==> src/include/bp_consts.svh <==
// table sizes must be powers of two; PCs are assumed 4-byte aligned so bits [1:0] are never indexed
`ifndef BP_CONSTS_SVH
`define BP_CONSTS_SVH

// number of branch target buffer entries
`define BP_BTB_ENTRIES 32

// global history length, also the width of the counter table index
// the counter table holds 2**BP_GHR_BITS entries
`define BP_GHR_BITS 5

// counter value loaded into every table entry on reset
// 2'b01 is weakly not taken, so a fresh branch needs one taken outcome to flip
`define BP_CTR_INIT 2'b01

`endif

==> src/bp_pkg.sv <==
// widths follow bp_consts.svh; counter encoding keeps the taken prediction in the MSB
`include "bp_consts.svh"

package bp_pkg;

    // BTB index, taken from the PC bits right above the byte offset
    typedef logic [$clog2(`BP_BTB_ENTRIES)-1:0] btb_idx_t;

    // global history register, doubles as the counter table index
    typedef logic [`BP_GHR_BITS-1:0] ghr_t;

    // 2-bit saturating counter
    typedef enum logic [1:0] {
        CTR_STRONG_NT = 2'b00,
        CTR_WEAK_NT   = 2'b01,
        CTR_WEAK_T    = 2'b10,
        CTR_STRONG_T  = 2'b11
    } ctr_t;

endpackage

==> src/rv_isa_pkg.sv <==
// covers only the RV32I opcodes the predictor distinguishes; all others map to OP_OTHER
package rv_isa_pkg;

    // byte address of an instruction
    typedef logic [31:0] pc_t;

    // major opcode field, bits [6:0] of the instruction word
    typedef enum logic [6:0] {
        // conditional branches BEQ..BGEU
        OP_BRANCH = 7'b1100011,
        OP_JAL    = 7'b1101111,
        // indirect jump, target may change between executions
        OP_JALR   = 7'b1100111,
        // stands in for every non control transfer instruction
        OP_OTHER  = 7'b0010011
    } opcode_t;

endpackage

==> src/branch_predictor.sv <==
// prediction is combinational from pc_f_i; the pipeline must redirect fetch on mispredict_o
module branch_predictor
    import rv_isa_pkg::*, bp_pkg::*;
(
    input  logic    clk,
    input  logic    reset_i,
    input  logic    stall_i,
    input  pc_t     pc_f_i,
    input  opcode_t op_e_i,
    input  logic    taken_e_i,
    input  pc_t     target_e_i,
    output logic    taken_o,
    output pc_t     target_o,
    output logic    mispredict_o,
    output pc_t     redirect_pc_o
);

    logic btb_hit;
    logic btb_jump;
    pc_t  btb_target;
    logic ctr_taken;
    ghr_t pht_index;

    logic valid_e;
    pc_t  pc_e;
    logic hit_e;
    logic pred_taken_e;
    pc_t  pred_target_e;
    ghr_t idx_e;

    logic btb_fill;
    logic btb_fill_jump;
    logic pht_update;
    logic pht_increment;
    ghr_t pht_idx;

    btb btb_i (
        .clk           (clk),
        .reset_i       (reset_i),
        .pc_i          (pc_f_i),
        .fill_i        (btb_fill),
        .fill_pc_i     (pc_e),
        .fill_target_i (target_e_i),
        .fill_jump_i   (btb_fill_jump),
        .hit_o         (btb_hit),
        .jump_o        (btb_jump),
        .target_o      (btb_target)
    );

    gshare gshare_i (
        .clk             (clk),
        .reset_i         (reset_i),
        .pc_i            (pc_f_i),
        .update_i        (pht_update),
        .update_idx_i    (pht_idx),
        .increment_i     (pht_increment),
        .predict_taken_o (ctr_taken),
        .index_o         (pht_index)
    );

    // jumps that hit are always taken, branches follow their counter
    assign taken_o  = btb_hit && (btb_jump || ctr_taken);
    // the target rides along on every hit so execute can spot a stale entry
    assign target_o = btb_target;

    predict_pipe predict_pipe_i (
        .clk        (clk),
        .reset_i    (reset_i),
        .stall_i    (stall_i),
        .flush_i    (mispredict_o),
        .pc_f_i     (pc_f_i),
        .hit_f_i    (btb_hit),
        .taken_f_i  (taken_o),
        .target_f_i (target_o),
        .idx_f_i    (pht_index),
        .valid_e_o  (valid_e),
        .pc_e_o     (pc_e),
        .hit_e_o    (hit_e),
        .taken_e_o  (pred_taken_e),
        .target_e_o (pred_target_e),
        .idx_e_o    (idx_e)
    );

    branch_resolve branch_resolve_i (
        .valid_e_i       (valid_e),
        .pc_e_i          (pc_e),
        .hit_e_i         (hit_e),
        .pred_taken_i    (pred_taken_e),
        .pred_target_i   (pred_target_e),
        .idx_e_i         (idx_e),
        .stall_i         (stall_i),
        .op_i            (op_e_i),
        .taken_i         (taken_e_i),
        .target_i        (target_e_i),
        .mispredict_o    (mispredict_o),
        .redirect_pc_o   (redirect_pc_o),
        .btb_fill_o      (btb_fill),
        .btb_fill_jump_o (btb_fill_jump),
        .pht_update_o    (pht_update),
        .pht_increment_o (pht_increment),
        .pht_idx_o       (pht_idx)
    );

endmodule

==> src/branch_resolve.sv <==
// outcome inputs count only while the execute entry is valid; nothing fires during a stall
module branch_resolve
    import rv_isa_pkg::*, bp_pkg::*;
(
    // prediction carried to execute
    input  logic    valid_e_i,
    input  pc_t     pc_e_i,
    input  logic    hit_e_i,
    input  logic    pred_taken_i,
    input  pc_t     pred_target_i,
    input  ghr_t    idx_e_i,
    input  logic    stall_i,
    // resolved outcome
    input  opcode_t op_i,
    input  logic    taken_i,
    input  pc_t     target_i,
    output logic    mispredict_o,
    output pc_t     redirect_pc_o,
    output logic    btb_fill_o,
    output logic    btb_fill_jump_o,
    output logic    pht_update_o,
    output logic    pht_increment_o,
    output ghr_t    pht_idx_o
);

    logic active;
    logic is_branch;
    logic is_jump;
    logic actual_taken;
    logic target_wrong;

    assign active    = valid_e_i && !stall_i;
    assign is_branch = (op_i == OP_BRANCH);
    assign is_jump   = (op_i == OP_JAL) || (op_i == OP_JALR);

    // jumps always transfer, non control instructions never do
    assign actual_taken = is_jump || (is_branch && taken_i);
    assign target_wrong = (pred_target_i != target_i);

    assign mispredict_o = active && ((pred_taken_i != actual_taken) ||
                                     (pred_taken_i && actual_taken && target_wrong));

    assign redirect_pc_o = actual_taken ? target_i : pc_e_i + 32'd4;

    // new entry on a miss, correction when the stored target went stale
    assign btb_fill_o      = active && actual_taken && (!hit_e_i || target_wrong);
    assign btb_fill_jump_o = is_jump;

    assign pht_update_o    = active && is_branch;
    assign pht_increment_o = taken_i;
    assign pht_idx_o       = idx_e_i;

endmodule

==> src/btb.sv <==
// direct mapped with a full-PC tag; a fill in the lookup cycle wins over the stored entry
`include "bp_consts.svh"

module btb
    import rv_isa_pkg::*, bp_pkg::*;
(
    input  logic clk,
    input  logic reset_i,
    // fetch lookup
    input  pc_t  pc_i,
    // fill or correction from execute
    input  logic fill_i,
    input  pc_t  fill_pc_i,
    input  pc_t  fill_target_i,
    input  logic fill_jump_i,
    output logic hit_o,
    output logic jump_o,
    output pc_t  target_o
);

    localparam int ENTRIES  = `BP_BTB_ENTRIES;
    localparam int IDX_BITS = $bits(btb_idx_t);

    logic valid_q  [ENTRIES];
    pc_t  tag_q    [ENTRIES];
    pc_t  target_q [ENTRIES];
    logic jump_q   [ENTRIES];

    btb_idx_t lookup_idx;
    btb_idx_t fill_idx;
    logic     fill_same_idx;

    assign lookup_idx    = pc_i[IDX_BITS+1:2];
    assign fill_idx      = fill_pc_i[IDX_BITS+1:2];
    assign fill_same_idx = fill_i && (fill_idx == lookup_idx);

    always_comb begin
        if (fill_same_idx) begin
            // forward the entry as it will look after this edge
            hit_o    = (fill_pc_i == pc_i);
            jump_o   = fill_jump_i;
            target_o = fill_target_i;
        end else begin
            hit_o    = valid_q[lookup_idx] && (tag_q[lookup_idx] == pc_i);
            jump_o   = jump_q[lookup_idx];
            target_o = target_q[lookup_idx];
        end
    end

    // valid bits are the only control state in the table
    always_ff @(posedge clk) begin
        if (reset_i) begin
            for (int i = 0; i < ENTRIES; i++) begin
                valid_q[i] <= 1'b0;
            end
        end else if (fill_i) begin
            valid_q[fill_idx] <= 1'b1;
        end
    end

    always_ff @(posedge clk) begin
        if (fill_i) begin
            tag_q[fill_idx]    <= fill_pc_i;
            target_q[fill_idx] <= fill_target_i;
            jump_q[fill_idx]   <= fill_jump_i;
        end
    end

endmodule

==> src/gshare.sv <==
// updates land on the next edge with no bypass; history shifts only on resolved conditional branches
`include "bp_consts.svh"

module gshare
    import rv_isa_pkg::*, bp_pkg::*;
(
    input  logic clk,
    input  logic reset_i,
    input  pc_t  pc_i,
    // resolved conditional branch from execute
    input  logic update_i,
    input  ghr_t update_idx_i,
    input  logic increment_i,
    output logic predict_taken_o,
    output ghr_t index_o
);

    localparam int BITS    = `BP_GHR_BITS;
    localparam int ENTRIES = 1 << BITS;

    ctr_t pht_q [ENTRIES];
    ghr_t ghr_q;
    ctr_t cur_ctr;

    // saturating step toward taken or not taken
    function automatic ctr_t ctr_next(ctr_t c, logic inc);
        ctr_t n;
        n = c;
        case (c)
            CTR_STRONG_NT: n = inc ? CTR_WEAK_NT : CTR_STRONG_NT;
            CTR_WEAK_NT:   n = inc ? CTR_WEAK_T  : CTR_STRONG_NT;
            CTR_WEAK_T:    n = inc ? CTR_STRONG_T : CTR_WEAK_NT;
            CTR_STRONG_T:  n = inc ? CTR_STRONG_T : CTR_WEAK_T;
            default:       n = ctr_t'(`BP_CTR_INIT);
        endcase
        return n;
    endfunction

    assign index_o         = pc_i[BITS+1:2] ^ ghr_q;
    assign cur_ctr         = pht_q[index_o];
    assign predict_taken_o = (cur_ctr == CTR_WEAK_T) || (cur_ctr == CTR_STRONG_T);

    always_ff @(posedge clk) begin
        if (reset_i) begin
            for (int i = 0; i < ENTRIES; i++) begin
                pht_q[i] <= ctr_t'(`BP_CTR_INIT);
            end
        end else if (update_i) begin
            pht_q[update_idx_i] <= ctr_next(pht_q[update_idx_i], increment_i);
        end
    end

    // the real outcome goes in, not the prediction
    always_ff @(posedge clk) begin
        if (reset_i) begin
            ghr_q <= '0;
        end else if (update_i) begin
            ghr_q <= {ghr_q[BITS-2:0], increment_i};
        end
    end

endmodule

==> src/predict_pipe.sv <==
// fetch is assumed to present a valid PC every unstalled cycle; flush wins over stall
module predict_pipe
    import rv_isa_pkg::*, bp_pkg::*;
(
    input  logic clk,
    input  logic reset_i,
    input  logic stall_i,
    input  logic flush_i,
    // prediction made in fetch
    input  pc_t  pc_f_i,
    input  logic hit_f_i,
    input  logic taken_f_i,
    input  pc_t  target_f_i,
    input  ghr_t idx_f_i,
    // prediction seen by execute
    output logic valid_e_o,
    output pc_t  pc_e_o,
    output logic hit_e_o,
    output logic taken_e_o,
    output pc_t  target_e_o,
    output ghr_t idx_e_o
);

    logic valid_d_q;
    pc_t  pc_d_q;
    logic hit_d_q;
    logic taken_d_q;
    pc_t  target_d_q;
    ghr_t idx_d_q;

    always_ff @(posedge clk) begin
        if (reset_i) begin
            valid_d_q <= 1'b0;
            valid_e_o <= 1'b0;
        end else if (flush_i) begin
            // both younger entries are on the wrong path
            valid_d_q <= 1'b0;
            valid_e_o <= 1'b0;
        end else if (!stall_i) begin
            valid_d_q <= 1'b1;
            valid_e_o <= valid_d_q;
        end
    end

    always_ff @(posedge clk) begin
        if (!stall_i) begin
            pc_d_q     <= pc_f_i;
            hit_d_q    <= hit_f_i;
            taken_d_q  <= taken_f_i;
            target_d_q <= target_f_i;
            idx_d_q    <= idx_f_i;
            pc_e_o     <= pc_d_q;
            hit_e_o    <= hit_d_q;
            taken_e_o  <= taken_d_q;
            target_e_o <= target_d_q;
            idx_e_o    <= idx_d_q;
        end
    end

endmodule

==> config.mk <==
export PLATFORM = sky130hd
export DESIGN_NAME = branch_predictor
export DESIGN_NICKNAME = d
export VERILOG_FILES = /design/src/bp_pkg.sv /design/src/rv_isa_pkg.sv /design/src/branch_predictor.sv /design/src/branch_resolve.sv /design/src/btb.sv /design/src/gshare.sv /design/src/predict_pipe.sv
export VERILOG_INCLUDE_DIRS = /design/src /design/src/include
export SDC_FILE = /design/constraint.sdc
export NUM_CORES = 2
export LEC_CHECK = 0
export BUFFER_PORTS_ARGS = -buffer_cell sky130_fd_sc_hd__buf_2
export CAP_MARGIN = 10
export CORE_UTILIZATION = 44
export DETAILED_ROUTE_END_ITERATION = 7
export GPL_ROUTABILITY_DRIVEN = 0
export GPL_TIMING_DRIVEN = 0
export RECOVER_POWER = 100
export SYNTH_ARGS = -nofsm -noshare
export SYNTH_HDL_FRONTEND = slang
export SYNTH_SLANG_ARGS = --single-unit
==> constraint.sdc <==
create_clock -name clk -period 27.8 [get_ports clk]
set_clock_uncertainty 0.05 [all_clocks]
set_input_delay 5.56 -clock clk [delete_from_list [all_inputs] [get_ports clk]]
set_output_delay 5.56 -clock clk [all_outputs]
set_load 0.03 [all_outputs]
== After elaboration in Yosys (flattened, before gate mapping) ==
Memory sizes are Yosys's and may differ from the RTL's. A register that Yosys moved wholly into a read port is not among the register bits.
Index checks and enable logic that the tools add are counted.

* Flip-flop bits (word level): 149
* Bits in writable memories: 2176
* Input bits: 75
* Output and inout port bits: 66
* Logic and storage cells: 83
* Memories kept: 5

{| class="wikitable"
|+ Memories
! name !! words !! bits a word !! rd ports !! clocked after memory_dff !! wr ports !! RTL line !! text
|-
| btb_i.tag_q || 32 || 32 || 1 || 0 || 1 || btb.sv:25 || <nowiki>pc_t tag_q [ENTRIES];</nowiki>
|-
| btb_i.target_q || 32 || 32 || 1 || 0 || 1 || btb.sv:26 || <nowiki>pc_t target_q [ENTRIES];</nowiki>
|-
| gshare_i.pht_q || 32 || 2 || 2 || 1 || 32 || gshare.sv:21 || <nowiki>ctr_t pht_q [ENTRIES];</nowiki>
|-
| btb_i.jump_q || 32 || 1 || 1 || 0 || 1 || btb.sv:27 || <nowiki>logic jump_q [ENTRIES];</nowiki>
|-
| btb_i.valid_q || 32 || 1 || 1 || 0 || 32 || btb.sv:24 || <nowiki>logic valid_q [ENTRIES];</nowiki>
|}

* Add/sub/neg operators: 1
* Equal/unequal tests: 13
* Muxes and demuxes: 27
* Bitwise logic cells: 1
* Reductions and logical operators: 23

{| class="wikitable"
|+ Operators by type and width
! operator !! count
|-
| equality test 32 bit || 2
|-
| 2-to-1 mux 32 bit || 2
|-
| adder 32 x 3 -> 32 bit (second input constant) || 1
|-
| != test 32 bit || 1
|-
| equality test 7 bit (second input constant) || 3
|-
| 2-to-1 mux 1 bit || 16
|-
| 2-to-1 mux 5 bit || 3
|-
| logical AND 1 bit || 11
|-
| 2-to-1 mux 2 bit || 5
|-
| equality test 2 bit (second input constant) || 4
|-
| case mux 2 bit (4 select lines) || 1
|-
| logical OR 1 bit || 6
|-
| equality test 5 bit || 1
|-
| XOR 5 bit || 1
|-
| OR reduction 2 bit || 2
|-
| equality test 2 x 1 -> 1 bit (second input constant) || 1
|-
| logical NOT 1 bit || 2
|-
| logical NOT 2 bit || 1
|-
| != test 1 bit || 1
|-
| OR reduction 1 bit || 1
|}

== Logic depth before layout (Yosys ltp) ==
* Depth after elaboration: 10
* Gate-level depth with buffers: 15
* Depth with buffers taken out: 9

== Cells and area by module ==
A second synthesis with hierarchy kept.

* Cell total of the unflattened synthesis: 4251
* Area total of the unflattened synthesis: 90788.3 µm²

{| class="wikitable"
|+ Modules (own cells, without submodules)
! module !! instances !! cells each !! area each (µm²) !! sequential area each (µm²)
|-
| btb || 1 || 3555 || 81167.8 || 63100.5
|-
| predict_pipe || 1 || 149 || 4339.2 || 4304.1
|-
| gshare || 1 || 333 || 3898.7 || 2021.9
|-
| branch_resolve || 1 || 213 || 1375.1 || 0.0
|-
| branch_predictor || 1 || 1 || 7.5 || 0.0
|}

== Worst setup path after synthesis ==
No wires, ideal clock.

* Path kind: input-to-output
* Start point: input port stall_i
* End point: output port target_o[10]
* Arrival time: 10.674 ns
* Required time: 22.190 ns
* Path slack: 11.516 ns
* Cell stages on the path: 8
* Buffers on the path: 3
* Cell sequence: clkbuf_1 -> inv_1 -> nand2_1 -> a311oi_1 -> nand2_1 -> clkbuf_1 -> clkbuf_1 -> a21oi_1

* Longest elaborated chain between the ends: 6

{| class="wikitable"
|+ RTL lines
! what !! RTL line !! text
|-
| from (decl) || branch_predictor.sv:7 || <nowiki>input logic stall_i,</nowiki>
|-
| logical NOT 1 bit || -- ||
|-
| logical AND 1 bit || branch_resolve.sv:32 || <nowiki>assign active = valid_e_i && !stall_i;</nowiki>
|-
| logical AND 1 bit (2 in a row) || branch_resolve.sv:46 || <nowiki>assign btb_fill_o = active && actual_taken && (!hit_e_i || target_wrong);</nowiki>
|-
| logical AND 1 bit || btb.sv:35 || <nowiki>assign fill_same_idx = fill_i && (fill_idx == lookup_idx);</nowiki>
|-
| 2-to-1 mux 32 bit || btb.sv:38 || <nowiki>if (fill_same_idx) begin</nowiki>
|-
| to (decl) || branch_predictor.sv:13 || <nowiki>output pc_t target_o,</nowiki>
|}

Every way passes these cells.

== Worst setup path after layout ==
* Start point: input port stall_i
* End point: output port target_o[29]

Same word-level chain as after synthesis.

==> flow_summary.toml <==
[run_status]
outcome = "complete, but fails checks"
failed_checks = "capacitance limit, slew limit"

[place]
place_area_mm2 = 0.09913
dpl.hpwl_mm = 192.2
io_buffers = 139
dpl_worst_slack_ns = 11.22

[die]
io_pins = 141
chipHeight_um = 457.2
core_mm2 = 0.2052
fp-row-count = 166
die_area_mm2 = 0.2090
start_util_pct = 44.42
fp.dieW_um = 457.2

[routing]
totalWireLength_mm = 283.1
num_vias = 48105
vias_per_cell = 6.241
drc_errors = 0
antenna_left = 0
routedWlPerCell_um = 36.73
drt-pass1-iter-count = 8
drtIter0Drc = 7061

[synthesis]
synth.net_count = 4368
ys_async_sr_fraction_pct = 0
ys.flop_type = "edfxtp_1"
avgSynthCellArea_um2 = 21.26
synth_top_area_cell = "edfxtp_1"
synth_top_area_share_pct = 75.30
synth.distinct_cells = 72
synth_edf_count = 2286
yosysWarnings = 0
synth.area.top_cells = "edfxtp_1 75%, mux4_2 14%, mux2i_1 1.6%, dfxtp_1 0.97%, nor2_1 0.95%"
syn_inst = 4288
synth_seq_area_share_pct = 76.27
netlist_area_mm2 = 0.09116
ys_ff_latch = 2330

[worst_setup_path]
slowest_delay_ns = 2.91
reg2reg_depth = 8
setup.worst_path.end_class = "primary output"
cp_cell_sequence = "clkbuf_1 -> clkinvlp_2 -> nand2_1 -> a311oi_1 -> clkbuf_1 -> nand2_1 -> clkbuf_1 -> clkbuf_1 -> nor2_1 -> a21oi_1 -> clkbuf_1"
path_class = "in2out"
crit_top_cell = "clkbuf_1"
r2r_end = "btb_i.tag_q[23][24]"
reg2reg_slack_ns = 19.52
critPathBufInv = 6
cp.arrival_ns = 13.88
r2r-start = "predict_pipe_i.pc_e_o[3]"
required_ns = 22.19
path_max_fanout = 76
critPathTopFamily = "buffers and inverters"
cp_slowest_cell = "clkinvlp_2"
critPathLaunchType = "input port"

[layout]
syn_to_final_growth_pct = 13.13
layout.cell_area.non_filler_mm2 = 0.1031
final_nets = 4911
fillCellCount = 16459
layout_commonest_cell = "edfxtp_1"
layout_common_cells = "2286 x edfxtp_1, 563 x mux4_2, 422 x clkbuf_1, 234 x clkbuf_16, 231 x nor2_1"
drive_gt1_share_pct = 21.13

[timing]
fin_tns_setup_ns = 0
hold_viol = 0
fmax_mhz = 51.31
setup_viol = 0
rsz0062_at_grt = "false"
layout_setup_ws_ns = 8.312
post-route-period-util_pct = 70.10
slew_headroom_pct = -241.9
tightest_slew_ns = 5.128
maxSlewViolCount = 2743
fin_crit_ns = 19.49

[min_path]
whs_path_depth = 0
hp-start = "predict_pipe_i.pc_d_q[4]"
holdPathEnd = "predict_pipe_i.pc_e_o[4]"
hold_class = "reg2reg"

[grt]
grt_pass1_wl_mm = 384.7
antenna_found_initial = 8
grt.total_usage_pct = 26.91
overflow = 0
grt_max_degree = 77
grt_pass1_vias = 47303

[clock_network]
cts_setup_buffers = 0
clkTransAtPathRegs_ns = 0.06
post_cts_resized = 0
cts_buffers = 230
cts_tree = "done"
clockRootBuffer = "clkbuf_16"
insertion_delay_ns = 0.88
clk_path_buf_depth = 3
htreeDepth = 4
clkSinkCount = 2330
holdBufCountCts = 0

[pwr]
p_per_area_mw_per_mm2 = 71.96
p_total_mw = 7.421
cellLeakagePower_nw = 32.32
vdd_ir_drop_max_mv = 0.07648

[job]
cap_violations = 125
layout make-up:
cell class	count	area, µm²	share of cell area (%)
Antenna cell	3	7.507	0.007279
Buffer	221	1162	1.127
Clock buffer	285	6107	5.922
Clock inverter	133	1261	1.223
Inverter	23	87.58	0.08493
Multi-Input combinational cell	1714	20370	19.76
Sequential cell	2330	69530	67.42
Tap cell	2688	3363	3.261
Timing Repair Buffer	311	1239	1.201
how the worst max path moves through the flow:
stage / from / endpoint / cells after the start
after detailed placement: target_e_i[30] / target_o[15] / 11
final: stall_i / target_o[29] / 11
after global placement: stall_i / btb_i.tag_q[16][7] / 6
after floorplan: stall_i / target_o[10] / 8
after CTS: target_e_i[30] / target_o[15] / 11
after global routing: stall_i / target_o[29] / 11
stage by stage:
| stage | cells | utilization [%] | hold WS, ns |
|---|---|---|---|
| 3_3_place_gp | 7115 | 46.40 | 0.3503 |
| 5_1_grt | 7707 | 50.25 | 0.3703 |
| 2_1_floorplan | 4288 | - | 0.3503 |
| 6_report | 7708 | 50.26 | 0.3608 |
| 3_5_place_dp | 7273 | 48.31 | 0.3545 |
| 4_1_cts | 7691 | 51.90 | 0.3638 |
power breakdown:
part | switching (mW) | total, mW | internal, mW | leakage [nW]
Combinational | 0.296 | 0.437 | 0.141 | 7.66
Clock | 1.32 | 3.08 | 1.75 | 3.60
Sequential | 0.0207 | 3.91 | 3.89 | 21.1
cells by family (layout without fill, tap and decap cells):
group / Yosys count / count (layout) / share of synthesized area, %
flip-flops: 2330 / 2330 / 76.27
adder cells (fa/ha/maj): 6 / 6 / 0.07961
XOR/XNOR: 115 / 115 / 1.113
AND/OR/NAND/NOR: 597 / 597 / 3.106
AO/OA/AOI/OAI: 254 / 254 / 1.872
multiplexers: 742 / 742 / 16.18
buffers and inverters: 244 / 973 / 1.379
other: 0 / 3 / 0
worst reg2reg max path: cells and delay by family (launching register included):
kind	cells	cell delay (ns)
AND/OR/NAND/NOR	2	1.44
buffers and inverters	5	5.11
adder cells (fa/ha/maj)	1	0.49
flip-flops	1	0.80
cells in the mapped netlist, types with 5 or more instances:
master,count
o22ai_1,10
buf_2,66
and3_1,13
nor2_1,231
o211ai_1,8
a21oi_1,90
o21ai_0,16
or2_2,15
dfxtp_1,44
nor3_1,26
buf_4,27
nor2b_1,17
nand2b_1,31
nand3_1,64
nand3b_1,5
clkbuf_1,83
o32ai_1,5
and2_1,10
a22oi_1,48
mux2i_1,146
ha_1,5
xor2_1,37
or4_1,6
a22o_1,16
inv_1,21
nor4_1,18
o31ai_1,6
edfxtp_1,2286
buf_6,15
a211oi_1,5
nand2_1,109
mux2_2,17
a21o_1,9
mux4_2,563
mux4_1,16
xnor2_1,77
nand4_1,32
buf_1,26
state kept, by name, summed over array words and instances (netlist names), 32 cells and up, named ones only:
| signal | count |
|---|---|
| btb_i.tag_q | 1024 |
| btb_i.target_q | 1024 |
| gshare_i.pht_q | 64 |
| btb_i.jump_q | 32 |
| btb_i.valid_q | 32 |
| predict_pipe_i.pc_d_q | 32 |
| predict_pipe_i.pc_e_o | 32 |
| predict_pipe_i.target_d_q | 32 |
| predict_pipe_i.target_e_o | 32 |
metal layers:
layer	global-route usage [%]	vias to the layer above	wire (µm)
li1	-	18925	-
met1	34.80	25632	104700
met2	44.35	2844	137500
met3	4.767	694	25810
met4	12.48	10	15050
met5	0	-	69
Power figures use the tool's default switching activity.
